===== src/design/ti_sys_pkg.sv =====
/*
 * Shared constants and types for the TI-99/4A memory glue.
 * Holds the memory-map widths, the CPU region codes and the host address union.
 * Every design file refers to these by package-scoped names.
 */
`default_nettype none

package ti_sys_pkg;

  // ------------------------------------------------------------
  // Widths
  // ------------------------------------------------------------
  localparam int cpu_addr_w  = 16;
  localparam int xaddr_w     = 23;  // External memory word address
  localparam int data_w      = 16;
  localparam int page_w      = 8;   // Cartridge bank page
  localparam int host_addr_w = 32;
  localparam int kbd_rows    = 8;

  // Reset control after reset with bit 0 high so the CPU runs
  localparam logic [7:0] reset_ctrl_init = 8'hff;

  // Cartridge pages live at 1M words in external memory
  localparam logic [2:0] cart_base = 3'b001;

  // ------------------------------------------------------------
  // CPU address regions
  // ------------------------------------------------------------
  typedef enum logic [2:0] {
    rom,
    ram,
    cart,
    scratch,
    unmapped
  } region_e;

  // Host address word, seen as a memory byte address or a control register
  typedef union packed {
    struct packed {
      logic [6:0]         upper;
      logic               space;  // Low for memory space
      logic [xaddr_w-1:0] word;   // Word address in external memory
      logic               lane;   // 0 selects the high byte
    } mem_view;
    struct packed {
      logic [6:0]  upper;
      logic        space;         // High for control space
      logic [18:0] rsvd;
      logic [1:0]  group;         // 0 keyboard, 1 reset control
      logic [2:0]  row;
    } ctrl_view;
  } host_addr_u;

endpackage

`default_nettype wire


===== src/design/xmem_req_if.sv =====
/*
 * Request channel to external memory with a valid/ready handshake.
 * Fields stay stable until the cycle with valid and ready both high,
 * read data is valid in that same cycle.
 */
`timescale 1ns/1ps
`default_nettype none

interface xmem_req_if;

  logic                               valid;
  logic                               ready;
  logic [ti_sys_pkg::xaddr_w-1:0]     addr;
  logic                               we;
  logic [1:0]                         be;     // Upper, lower byte
  logic [ti_sys_pkg::data_w-1:0]      wdata;
  logic [ti_sys_pkg::data_w-1:0]      rdata;

  modport requester (
    output valid, addr, we, be, wdata,
    input  ready, rdata
  );

  modport arbiter (
    input  valid, addr, we, be, wdata,
    output ready, rdata
  );

endinterface

`default_nettype wire


===== src/design/cpu_mem_map.sv =====
/*
 * CPU side of the memory map. Decodes the CPU address into a region,
 * blocks writes to ROM and cartridge space, keeps the cartridge bank page
 * and turns the CPU rd/wr levels into external memory requests.
 */
`timescale 1ns/1ps
`default_nettype none

module cpu_mem_map (
  input  wire logic                                clk,
  input  wire logic                                cpu_reset,
  input  wire logic [ti_sys_pkg::cpu_addr_w-1:0]   cpu_addr_i,
  input  wire logic                                cpu_rd_i,
  input  wire logic                                cpu_wr_i,
  input  wire logic [ti_sys_pkg::data_w-1:0]       cpu_wdata_i,
  output logic      [ti_sys_pkg::data_w-1:0]       cpu_rdata_o,
  output logic                                     cpu_ready_o,
  xmem_req_if.requester                            mem
);

  ti_sys_pkg::region_e              region;
  logic [ti_sys_pkg::page_w-1:0]    cart_page;
  logic                             access_act;
  logic                             needs_mem;
  logic                             xfer;
  logic                             ready_q;
  logic [ti_sys_pkg::data_w-1:0]    rdata_q;

  // ------------------------------------------------------------
  // Address decode
  // ------------------------------------------------------------
  always_comb begin
    if (cpu_addr_i[15:13] == 3'b000)
      region = ti_sys_pkg::rom;        // 0000..1FFF console ROM
    else if (cpu_addr_i[15:13] == 3'b001)
      region = ti_sys_pkg::ram;        // 2000..3FFF low 8K expansion
    else if (cpu_addr_i[15:13] == 3'b011)
      region = ti_sys_pkg::cart;       // 6000..7FFF banked cartridge
    else if (cpu_addr_i[15:10] == 6'b1000_00)
      region = ti_sys_pkg::scratch;    // 8000..83FF scratchpad
    else if (cpu_addr_i[15:13] == 3'b101 || cpu_addr_i[15:14] == 2'b11)
      region = ti_sys_pkg::ram;        // A000..FFFF high 24K expansion
    else
      region = ti_sys_pkg::unmapped;
  end

  // Reads go out for every mapped region, writes only to RAM
  always_comb begin
    needs_mem = 1'b0;
    if (cpu_rd_i)
      needs_mem = (region != ti_sys_pkg::unmapped);
    else if (cpu_wr_i)
      needs_mem = (region == ti_sys_pkg::ram) || (region == ti_sys_pkg::scratch);
  end

  assign access_act = (cpu_rd_i || cpu_wr_i) && !ready_q;  // Held but not yet answered

  // ------------------------------------------------------------
  // Memory request
  // ------------------------------------------------------------
  assign mem.valid = access_act && needs_mem;
  assign mem.we    = cpu_wr_i;
  assign mem.be    = 2'b11;       // CPU always moves whole words
  assign mem.wdata = cpu_wdata_i;
  assign mem.addr  = (region == ti_sys_pkg::cart) ?
                     {ti_sys_pkg::cart_base, cart_page, cpu_addr_i[12:1]} :
                     {{(ti_sys_pkg::xaddr_w - ti_sys_pkg::cpu_addr_w + 1){1'b0}},
                      cpu_addr_i[ti_sys_pkg::cpu_addr_w-1:1]};

  assign xfer = mem.valid && mem.ready;

  // Sticky ready, dropped only once the CPU releases rd and wr
  always_ff @(posedge clk) begin
    if (cpu_reset) begin
      ready_q <= 1'b0;
    end else if (!cpu_rd_i && !cpu_wr_i) begin
      ready_q <= 1'b0;
    end else if (xfer || (access_act && !needs_mem)) begin
      ready_q <= 1'b1;
    end
  end

  always_ff @(posedge clk) begin
    if (xfer)
      rdata_q <= mem.rdata;
    else if (access_act && !needs_mem)
      rdata_q <= '0;              // Unmapped reads see zero
  end

  // Extended BASIC banking, the page comes from the address of a cart write
  always_ff @(posedge clk) begin
    if (cpu_reset) begin
      cart_page <= '0;
    end else if (access_act && cpu_wr_i && region == ti_sys_pkg::cart) begin
      cart_page <= cpu_addr_i[8:1];
    end
  end

  assign cpu_ready_o = ready_q;
  assign cpu_rdata_o = rdata_q;

endmodule

`default_nettype wire


===== src/design/host_ctrl_port.sv =====
/*
 * Host loader port. Address bit 24 picks control space (keyboard rows and
 * the CPU reset-control byte) or memory space (byte access to external memory).
 * Every host request ends with a one-cycle ack.
 */
`timescale 1ns/1ps
`default_nettype none

module host_ctrl_port (
  input  wire logic                                 clk,
  input  wire logic                                 cpu_reset,
  input  wire logic [ti_sys_pkg::host_addr_w-1:0]   host_addr_i,
  input  wire logic                                 host_read_i,
  input  wire logic                                 host_write_i,
  input  wire logic [7:0]                           host_wdata_i,
  output logic      [7:0]                           host_rdata_o,
  output logic                                      host_ack_o,
  input  wire logic [2:0]                           key_row_sel_i,
  output logic      [7:0]                           key_line_o,
  output logic                                      cpu_reset_req_o,
  xmem_req_if.requester                             mem
);

  ti_sys_pkg::host_addr_u  haddr;
  logic [7:0]              key_rows [ti_sys_pkg::kbd_rows];
  logic [7:0]              reset_ctrl;
  logic                    host_req;
  logic                    is_ctrl;
  logic                    ctrl_op;
  logic                    xfer;
  logic                    ack_q;
  logic [7:0]              ctrl_rdata;
  logic [7:0]              mem_rbyte;
  logic [7:0]              rdata_q;

  assign haddr    = host_addr_i;
  assign host_req = host_read_i || host_write_i;
  assign is_ctrl  = haddr.ctrl_view.space;
  assign ctrl_op  = host_req && is_ctrl && !ack_q;   // ack_q masks the held request

  // ------------------------------------------------------------
  // Memory space
  // ------------------------------------------------------------
  assign mem.valid = host_req && !is_ctrl && !ack_q;
  assign mem.addr  = haddr.mem_view.word;
  assign mem.we    = host_write_i;
  assign mem.be    = haddr.mem_view.lane ? 2'b01 : 2'b10;
  assign mem.wdata = {host_wdata_i, host_wdata_i};  // Same byte on both halves

  assign xfer      = mem.valid && mem.ready;
  assign mem_rbyte = haddr.mem_view.lane ? mem.rdata[7:0] : mem.rdata[15:8];

  // ------------------------------------------------------------
  // Control space
  // ------------------------------------------------------------
  always_comb begin
    case (haddr.ctrl_view.group)
      2'd0:    ctrl_rdata = key_rows[haddr.ctrl_view.row];
      2'd1:    ctrl_rdata = reset_ctrl;
      default: ctrl_rdata = 8'h00;
    endcase
  end

  always_ff @(posedge clk) begin
    if (cpu_reset) begin
      ack_q      <= 1'b0;
      reset_ctrl <= ti_sys_pkg::reset_ctrl_init;
      for (int i = 0; i < ti_sys_pkg::kbd_rows; i++) begin
        key_rows[i] <= 8'hff;    // All keys up
      end
    end else begin
      ack_q <= ctrl_op || xfer;
      if (ctrl_op && host_write_i) begin
        case (haddr.ctrl_view.group)
          2'd0:    key_rows[haddr.ctrl_view.row] <= host_wdata_i;
          2'd1:    reset_ctrl <= host_wdata_i;
          default: ;               // Unused groups just ack
        endcase
      end
    end
  end

  always_ff @(posedge clk) begin
    if (ctrl_op)
      rdata_q <= ctrl_rdata;
    else if (xfer)
      rdata_q <= mem_rbyte;
  end

  assign host_ack_o      = ack_q;
  assign host_rdata_o    = rdata_q;
  assign key_line_o      = key_rows[key_row_sel_i];
  assign cpu_reset_req_o = !reset_ctrl[0];  // Bit 0 low holds the CPU in reset

endmodule

`default_nettype wire


===== src/design/ti_sys_core.sv =====
/*
 * Top level of the TI-99/4A memory glue. Connects the CPU memory map and
 * the host loader port to one external memory port through the arbiter.
 */
`timescale 1ns/1ps
`default_nettype none

module ti_sys_core (
  input  wire logic                                 clk,
  input  wire logic                                 cpu_reset,
  // CPU bus
  input  wire logic [ti_sys_pkg::cpu_addr_w-1:0]    cpu_addr_i,
  input  wire logic                                 cpu_rd_i,
  input  wire logic                                 cpu_wr_i,
  input  wire logic [ti_sys_pkg::data_w-1:0]        cpu_wdata_i,
  output logic      [ti_sys_pkg::data_w-1:0]        cpu_rdata_o,
  output logic                                      cpu_ready_o,
  // Host loader bus
  input  wire logic [ti_sys_pkg::host_addr_w-1:0]   host_addr_i,
  input  wire logic                                 host_read_i,
  input  wire logic                                 host_write_i,
  input  wire logic [7:0]                           host_wdata_i,
  output logic      [7:0]                           host_rdata_o,
  output logic                                      host_ack_o,
  // Keyboard and reset control
  input  wire logic [2:0]                           key_row_sel_i,
  output logic      [7:0]                           key_line_o,
  output logic                                      cpu_reset_req_o,
  // External memory
  output logic                                      mem_valid_o,
  input  wire logic                                 mem_ready_i,
  output logic      [ti_sys_pkg::xaddr_w-1:0]       mem_addr_o,
  output logic                                      mem_we_o,
  output logic      [1:0]                           mem_be_o,
  output logic      [ti_sys_pkg::data_w-1:0]        mem_wdata_o,
  input  wire logic [ti_sys_pkg::data_w-1:0]        mem_rdata_i
);

  xmem_req_if cpu_req ();
  xmem_req_if host_req ();

  cpu_mem_map i_cpu_mem_map (
    .clk         (clk),
    .cpu_reset   (cpu_reset),
    .cpu_addr_i  (cpu_addr_i),
    .cpu_rd_i    (cpu_rd_i),
    .cpu_wr_i    (cpu_wr_i),
    .cpu_wdata_i (cpu_wdata_i),
    .cpu_rdata_o (cpu_rdata_o),
    .cpu_ready_o (cpu_ready_o),
    .mem         (cpu_req.requester)
  );

  host_ctrl_port i_host_ctrl_port (
    .clk             (clk),
    .cpu_reset       (cpu_reset),
    .host_addr_i     (host_addr_i),
    .host_read_i     (host_read_i),
    .host_write_i    (host_write_i),
    .host_wdata_i    (host_wdata_i),
    .host_rdata_o    (host_rdata_o),
    .host_ack_o      (host_ack_o),
    .key_row_sel_i   (key_row_sel_i),
    .key_line_o      (key_line_o),
    .cpu_reset_req_o (cpu_reset_req_o),
    .mem             (host_req.requester)
  );

  xmem_arbiter i_xmem_arbiter (
    .cpu         (cpu_req.arbiter),
    .host        (host_req.arbiter),
    .mem_valid_o (mem_valid_o),
    .mem_ready_i (mem_ready_i),
    .mem_addr_o  (mem_addr_o),
    .mem_we_o    (mem_we_o),
    .mem_be_o    (mem_be_o),
    .mem_wdata_o (mem_wdata_o),
    .mem_rdata_i (mem_rdata_i)
  );

endmodule

`default_nettype wire


===== src/design/xmem_arbiter.sv =====
/*
 * Fixed-priority merge of the host and CPU requests onto the single
 * external memory port. The host wins whenever it is valid.
 */
`timescale 1ns/1ps
`default_nettype none

module xmem_arbiter (
  xmem_req_if.arbiter                             cpu,
  xmem_req_if.arbiter                             host,
  output logic                                    mem_valid_o,
  input  wire logic                               mem_ready_i,
  output logic      [ti_sys_pkg::xaddr_w-1:0]     mem_addr_o,
  output logic                                    mem_we_o,
  output logic      [1:0]                         mem_be_o,
  output logic      [ti_sys_pkg::data_w-1:0]      mem_wdata_o,
  input  wire logic [ti_sys_pkg::data_w-1:0]      mem_rdata_i
);

  logic host_sel;

  // Host holds valid until its ack, so it keeps the port for the whole request
  assign host_sel = host.valid;

  assign mem_valid_o = host.valid || cpu.valid;
  assign mem_addr_o  = host_sel ? host.addr  : cpu.addr;
  assign mem_we_o    = host_sel ? host.we    : cpu.we;
  assign mem_be_o    = host_sel ? host.be    : cpu.be;
  assign mem_wdata_o = host_sel ? host.wdata : cpu.wdata;

  // ------------------------------------------------------------
  // Response routing, only the granted side sees ready and data
  // ------------------------------------------------------------
  assign host.ready = host_sel && mem_ready_i;
  assign cpu.ready  = !host_sel && mem_ready_i;
  assign host.rdata = host_sel ? mem_rdata_i : '0;
  assign cpu.rdata  = host_sel ? '0 : mem_rdata_i;

endmodule

`default_nettype wire


===== config.mk =====
export PLATFORM = sky130hd
export DESIGN_NAME = ti_sys_core
export DESIGN_NICKNAME = d
export VERILOG_FILES = /design/src/design/ti_sys_pkg.sv /design/src/design/xmem_req_if.sv /design/src/design/cpu_mem_map.sv /design/src/design/host_ctrl_port.sv /design/src/design/ti_sys_core.sv /design/src/design/xmem_arbiter.sv
export SDC_FILE = /design/constraint.sdc
export NUM_CORES = 1
export LEC_CHECK = 0
export ABC_AREA = 1
export BUFFER_PORTS_ARGS = -buffer_cell sky130_fd_sc_hd__buf_2
export CORE_MARGIN = 2
export CORE_UTILIZATION = 52
export DETAILED_ROUTE_END_ITERATION = 6
export GPL_TIMING_DRIVEN = 1
export HOLD_SLACK_MARGIN = 0.05
export PLACE_DENSITY = 0.82
export SETUP_SLACK_MARGIN = 0.1
export SKIP_LAST_GASP = 1
export SLEW_MARGIN = 20
export SYNTH_ARGS = -nofsm -noshare
export SYNTH_HDL_FRONTEND = slang
export SYNTH_SLANG_ARGS = --single-unit

===== constraint.sdc =====
create_clock -name clk -period 3.23 [get_ports clk]
set_clock_uncertainty 0.2 [all_clocks]
set_input_delay 0.323 -clock clk [delete_from_list [all_inputs] [get_ports clk]]
set_output_delay 0.323 -clock clk [all_outputs]
set_load 0.01 [all_outputs]

* Word-level counts from Yosys, hierarchy flattened
Memory sizes are Yosys's and may differ from the RTL's.
Index checks and enable logic that the tools add are counted.
** Storage, ports and cells
- Input bits :: 98
- Bits in writable memories :: 64
- Output and inout bits :: 78
- Register bits :: 42
- Memories :: 1
** Cells by class
- Muxes and demuxes :: 30
- Reduce and logical (&&, ||, !) cells :: 37
- Equal/unequal tests :: 10
** Memory list
- i_host_ctrl_port.key_rows :: depth 8, width 8, read ports 2, clocked after memory_dff 0, write ports 8, RTL line host_ctrl_port.sv:25 : logic [7:0] key_rows [ti_sys_pkg::kbd_rows];
** Operators by type and width (count)
- $mux W16 :: 5
- $mux W8 :: 4
- $mux W23 :: 1
- $mux W21 :: 1
- $mux W3 :: 6
- $pmux W8 S2 :: 1
- $logic_and A1 B1 Y1 :: 15
- $mux W1 :: 10
- $eq A3 B2 Y1 const B :: 3
- $logic_not A1 Y1 :: 8
- $reduce_or A8 Y1 :: 1
- $logic_or A1 B1 Y1 :: 7
- $eq A3 B1 Y1 const B :: 2
- $eq A6 B6 Y1 const B :: 1
- $mux W2 :: 2
- $reduce_bool A2 Y1 :: 2
- $eq A3 B3 Y1 const B :: 1
- $logic_not A3 Y1 :: 1
- $ne A3 B3 Y1 const B :: 1
- $eq A2 B1 Y1 const B :: 1
- $eq A2 B2 Y1 const B :: 1
- $logic_not A2 Y1 :: 1
- $reduce_and A2 Y1 :: 1
- $reduce_or A2 Y1 :: 1

* Longest topological paths before layout
- Word-level depth :: 15
- Depth in mapped cells :: 10
- Depth with buffers taken out :: 9

* Hierarchy
A second synthesis with hierarchy kept.
** Second synthesis, totals
- Cell total of the unflattened synthesis :: 978
- Area, all modules :: 7110.6 µm²
** Modules (own cells, without submodules)
- host_ctrl_port :: seq. area each 2342.2 µm², cells an instance 606, area an instance 4873.4 µm², instances 1
- cpu_mem_map :: seq. area each 660.6 µm², cells an instance 163, area an instance 1392.6 µm², instances 1
- xmem_arbiter :: seq. area each 0.0 µm², cells an instance 209, area an instance 844.6 µm², instances 1

* Least setup slack after synthesis
Ideal clock, no wire load.
- Path type :: input-to-reg
- Start point :: input port cpu_addr_i[13] (netlist bit)
- End point :: register i_cpu_mem_map.rdata_q (netlist bit i_cpu_mem_map.cpu_rdata_o[0]) (enable)
- Arrival time :: 1.972 ns
- Required time :: 2.616 ns
- Setup slack :: 0.645 ns
- Buffers on the path :: 0
- Cell stages on the path :: 5
- Setup time :: 0.414 ns
- Cells stage by stage :: inv_1 > nand2_1 > o21ai_0 > nand2_2 > a21boi_0
** Between the ends
- Cells in the longest elaborated chain, start to end :: 14
- Elaborated cells on any way between the ends :: 22
** RTL lines
- start, declared :: RTL line ti_sys_core.sv:12 : input wire logic [ti_sys_pkg::cpu_addr_w-1:0] cpu_addr_i,
- $eq A3 B3 Y1 :: RTL line cpu_mem_map.sv:41 : else if (cpu_addr_i[15:13] == 3'b101 || cpu_addr_i[15:14] == 2'b11)
- $logic_or A1 B1 Y1 :: RTL line cpu_mem_map.sv:41
- $mux W3 :: RTL line cpu_mem_map.sv:41
- $mux W3 :: RTL line cpu_mem_map.sv:39 : else if (cpu_addr_i[15:10] == 6'b1000_00)
- $mux W3 :: RTL line cpu_mem_map.sv:37 : else if (cpu_addr_i[15:13] == 3'b011)
- $mux W3 :: RTL line cpu_mem_map.sv:35 : else if (cpu_addr_i[15:13] == 3'b001)
- $mux W3 (*) :: RTL line cpu_mem_map.sv:33 : if (cpu_addr_i[15:13] == 3'b000)
- $eq A3 B1 Y1 / $eq A3 B2 Y1 (equally long branches) :: RTL line cpu_mem_map.sv:53 : needs_mem = (region == ti_sys_pkg::ram) || (region == ti_sys_pkg::scratch);
- $logic_or A1 B1 Y1 :: RTL line cpu_mem_map.sv:53
- $mux W1 :: RTL line cpu_mem_map.sv:52 : else if (cpu_wr_i)
- $mux W1 (*) :: RTL line cpu_mem_map.sv:50 : if (cpu_rd_i)
- $logic_not A1 Y1 / $logic_and A1 B1 Y1 (equally long branches) :: RTL line cpu_mem_map.sv:86, cpu_mem_map.sv:61
- $logic_and A1 B1 Y1, on equally long branches :: RTL line cpu_mem_map.sv:86, cpu_mem_map.sv:70
- $reduce_bool A2 Y1 (no line) (*)
- end signal, assigned :: RTL line cpu_mem_map.sv:85 : rdata_q <= mem.rdata;
- end, declared :: RTL line cpu_mem_map.sv:27 : logic [ti_sys_pkg::data_w-1:0] rdata_q;
Mark *: on every way between the ends. The rest lies on a longest branch, timed or not.
A chain may end at the register's enable or synchronous reset.

* Worst setup path after layout
- Start point :: register i_host_ctrl_port.ack_q, in the netlist i_host_ctrl_port.host_ack_o
- End point :: output port mem_addr_o[12] (netlist bit)
** Between the ends
- Cells in the longest elaborated chain, start to end :: 3
** RTL lines
- start, declared :: RTL line host_ctrl_port.sv:31 : logic ack_q;
- start signal, assigned :: RTL line host_ctrl_port.sv:72 : ack_q <= ctrl_op || xfer;
- $logic_not A1 Y1 :: RTL line host_ctrl_port.sv:44 : assign mem.valid = host_req && !is_ctrl && !ack_q;
- $logic_and A1 B1 Y1 :: RTL line host_ctrl_port.sv:44
- $mux W23 :: RTL line xmem_arbiter.sv:26 : assign mem_addr_o = host_sel ? host.addr : cpu.addr;
- end, declared :: RTL line ti_sys_core.sv:32 : output logic [ti_sys_pkg::xaddr_w-1:0] mem_addr_o,
Every way passes these cells.

==> flow_summary.rst <==
.. list-table::
   :header-rows: 1

   * - Metric
     - Value
   * - Run status
     - finished clean
   * - Cell variety after synth
     - 32
   * - Final Cycle Share
     - between 70% and 80%
   * - Average wire per cell in the routed design
     - roughly 15 um
   * - Total negative slack for setup checks
     - 0 ns
   * - Port Buf Inserts
     - around 170
   * - Post-route design area
     - ~7000 um^2
   * - XOR/XNOR Fraction of Synth Area
     - 0%
   * - Count of boundary I/O pins
     - 176
   * - Share of synthesized flip-flops with an asynchronous set or reset
     - 0%
   * - Initial standard-cell utilization of the core
     - between 50% and 60%
   * - # fillers
     - around 950
   * - Complex-gate fraction of the synthesized area
     - under 10%
   * - Count of cells along the worst register-to-register path
     - 5
   * - Synthesized flop and latch total
     - approximately 110
   * - Setup repair after global routing missed its margin
     - false
   * - Top area cells in the synthesized netlist
     - edfxtp_1 (44%), nand2_1 (25%), dfxtp_1 (6.1%)
   * - Per-instance average area after synthesis
     - 7.62 um^2
   * - Placeable core region
     - between 10000 and 15000 um^2
   * - Hold violation count in the final report
     - 0
   * - Gr usage total
     - a little over a quarter
   * - Clock tree root buffer cell
     - clkbuf_16
   * - Fraction of post-synthesis cell area in the top cell type by area
     - about 44%
   * - Fraction of final layout cells with drive strength greater than 1
     - a little under a quarter
   * - Slew @ Worst Pin
     - 0.732 ns
   * - Seq/Total Area, Yosys
     - about half
   * - Slew Viols, Final
     - 0
   * - Final Critical Period
     - ~2.6 ns
   * - Total leakage power
     - ~3.4 nW
   * - Cell chain of the critical path
     - nor2_1 -> nand2_2 -> clkinv_1 -> o31ai_1 -> buf_2
   * - Setup slack of the most critical reg-to-reg path
     - roughly 1.1 ns
   * - Deepest level of the CTS H-tree
     - 3
   * - Commonest non-fill, non-tap cells in the layout
     - nand2_1 (398), buf_2 (167), edfxtp_1 (88), nor2_1 (56), inv_1 (34)
   * - Die boundary height
     - ~110 um
   * - # nets final
     - approximately 1000
   * - Wirelength, routed
     - roughly 17000 um
   * - Critical path origin
     - i_host_ctrl_port.host_ack_o$_SDFF_PP0_
   * - Placement Cell Area
     - about 7000 um^2
   * - Initial antenna violation count
     - 0
   * - Die area
     - approximately 12000 um^2
   * - Post-Synth Adder-Cell Area
     - 0%
   * - Simple-gate share of the synthesized area
     - 32.1%
   * - WP data required
     - roughly 2.7 ns
   * - Peak fanout along the critical path
     - 28
   * - Cell area after technology mapping
     - 5950 um^2
   * - Kind of start point of the critical path
     - register
   * - DRC violation total after the first TritonRoute iteration
     - approximately 560
   * - Multiplexer share of the synthesized area
     - around 2.7%
   * - Maximum number of buffers from clock root to sink
     - 2
   * - Element type at the critical path end
     - output port
   * - Post-synth top flop
     - edfxtp_1
   * - P&R area growth vs syn
     - 19.7%
   * - Final setup violating endpoints
     - 0
   * - Count of nets left with antenna violations after detail routing
     - 0
   * - Detailed Place HPWL
     - 12100 um
   * - Wire length of the first global-routing pass
     - 25600 um
   * - Count of vias placed by the detailed router
     - about 5800
   * - CTS resizes
     - 0
   * - Data arrival, critical path
     - 2.03 ns
   * - Setup fix buffers added after clock tree synthesis
     - 0
   * - Layout Utilization
     - between 60% and 70%
   * - Source of the worst register-to-register timing path
     - i_host_ctrl_port.host_ack_o$_SDFF_PP0_
   * - Setup crit end
     - mem_addr_o[12]
   * - Normalized max-slew margin
     - roughly 51%
   * - Final weighted congestion in routability-driven placement
     - 0.911
   * - Detailed-route DRC error count
     - 0
   * - ANT cells
     - 0
   * - Maximum clock rate
     - between 300 and 400 MHz
   * - Cell with the largest stage delay on the worst path
     - clkinv_1
   * - Ratio of total power to cell area
     - around 450 nW/um^2
   * - Min-Delay Path Class
     - in -> reg
   * - Combinational family with the most area after synthesis
     - simple AND/OR/NAND/NOR gates
   * - Die X
     - approximately 110 um
   * - Pin count of the biggest net entering global routing
     - 48
   * - Largest stage delay on the critical path
     - 0.57 ns
   * - Skew-Pair Late Insertion Delay
     - ~0.35 ns
   * - Number of standard cells after synthesis
     - 780
   * - Vias in the first global route
     - 5068
   * - Synthesis Warnings
     - 0
   * - Leading area contributor after synthesis
     - edfxtp_1
   * - Start-to-end type of the worst setup path
     - reg -> out
   * - CTS tree
     - built
   * - Num CTS Buffers
     - 9
   * - Row cnt
     - 39
   * - Max-capacitance violation count
     - 0
   * - Remaining global-route overflow
     - 0
   * - Count of flip-flops with a built-in enable after synthesis
     - a little under 90
   * - Most common library cell in the layout ignoring fill and taps
     - nand2_1
   * - Clock slew at reported path FFs
     - 0.07 ns
   * - Post-CTS Hold Fix Bufs
     - 1
   * - Capturing point of the worst reg2reg path
     - i_host_ctrl_port.host_rdata_o[3]$_DFFE_PP_
   * - First-pass DRT Iterations
     - 6
   * - Peak supply drop
     - 0.306 mV
   * - Cell Count Post-Placement
     - around 1100
   * - Number of standard cells in the layout, taps in and fillers out
     - between 1000 and 1500
   * - Clock sink count
     - ~110
   * - Overall power after layout
     - around 3.2 mW
   * - Avg Vias per Cell
     - 5.38
   * - Post-synthesis net count
     - approximately 880
layout make-up:
type                       count  area [um^2]  area share [%]
sequential                   106         3000            42.2
inverter                      56          210            2.95
timing repair buffer         174          891            12.5
clock buffer                  10          229            3.22
tap                          143          179            2.51
clock inverter                 6         65.1           0.914
multi-input combinational    584         2540            35.7
worst min-delay path by stage:
stage	from	slack [ns]	end	cells past startpoint
after CTS	cpu_addr_i[4]	0.05	i_cpu_mem_map.cart_page[3]$_SDFFE_PP0P_	3
final	cpu_addr_i[4]	0.05	i_cpu_mem_map.cart_page[3]$_SDFFE_PP0P_	3
after global routing	cpu_addr_i[4]	0.07	i_cpu_mem_map.cart_page[3]$_SDFFE_PP0P_	3
after global placement	i_host_ctrl_port.reset_ctrl[3]$_SDFFE_PP1P_	0.26	i_host_ctrl_port.reset_ctrl[3]$_SDFFE_PP1P_	2
after floorplan	cpu_reset	0.19	i_host_ctrl_port.host_ack_o$_SDFF_PP0_	1
after detailed placement	i_host_ctrl_port.reset_ctrl[6]$_SDFFE_PP1P_	0.27	i_host_ctrl_port.reset_ctrl[6]$_SDFFE_PP1P_	2
worst max-delay path, delay by kind of cell (launching register included):
kind | cells | cell delay (ns)
buffers and inverters | 2 | 0.76
AO/OA/AOI/OAI | 1 | 0.44
flip-flops | 1 | 0.35
AND/OR/NAND/NOR | 2 | 0.13
Yosys cell counts, types with 2 or more instances:
master    instances
o21ai_0          31
inv_2            13
clkinv_1          9
nor3_1           10
nand2_2           4
o22ai_1          16
mux2i_1          16
buf_4             3
dfxtp_1          18
inv_1            34
buf_1             2
nor2_2            2
edfxtp_1         88
clkbuf_1         10
nor2_1           56
a21oi_1          25
nand2_1         398
nand3_1           8
buf_6             3
buf_2            15
o211ai_1          8
metal layers:
metal,vias up,part of all wire [%],global-route usage (%)
met5,-,0,0
met4,0,3.3,11.4
met3,50,8.5,3.61
met2,331,48,42.5
met1,2614,40,35.0
li1,2815,-,-
through the flow:
stage | worst slack (ns) | hold WS, ns
3_5_place_dp | 0.864 | 0.265
2_1_floorplan | 0.645 | 0.192
6_report | 0.679 | 0.0457
4_1_cts | 0.656 | 0.0545
3_3_place_gp | 0.901 | 0.256
5_1_grt | 0.498 | 0.0662
registers in the layout, indices dropped and copies added (netlist names):
name / cells
i_cpu_mem_map.cart_page: 8
i_cpu_mem_map.cpu_rdata_o: 16
i_cpu_mem_map.cpu_ready_o: 1
i_host_ctrl_port.host_ack_o: 1
i_host_ctrl_port.host_rdata_o: 8
i_host_ctrl_port.key_rows: 64
i_host_ctrl_port.reset_ctrl: 8
report_power, final:
group | switching, mW | leakage [nW] | internal, mW
clock | 0.495 | 0.143 | 0.605
sequential | 0.0185 | 0.873 | 1.53
combinational | 0.377 | 2.42 | 0.200
kinds of logic (layout without fill, tap and decap cells):
group	Yosys count	in the layout
mux	16	16
compound gates	85	85
buf+inv	90	246
flops	106	106
simple gates	483	483
No activity file was read; power rests on OpenSTA's default activity.
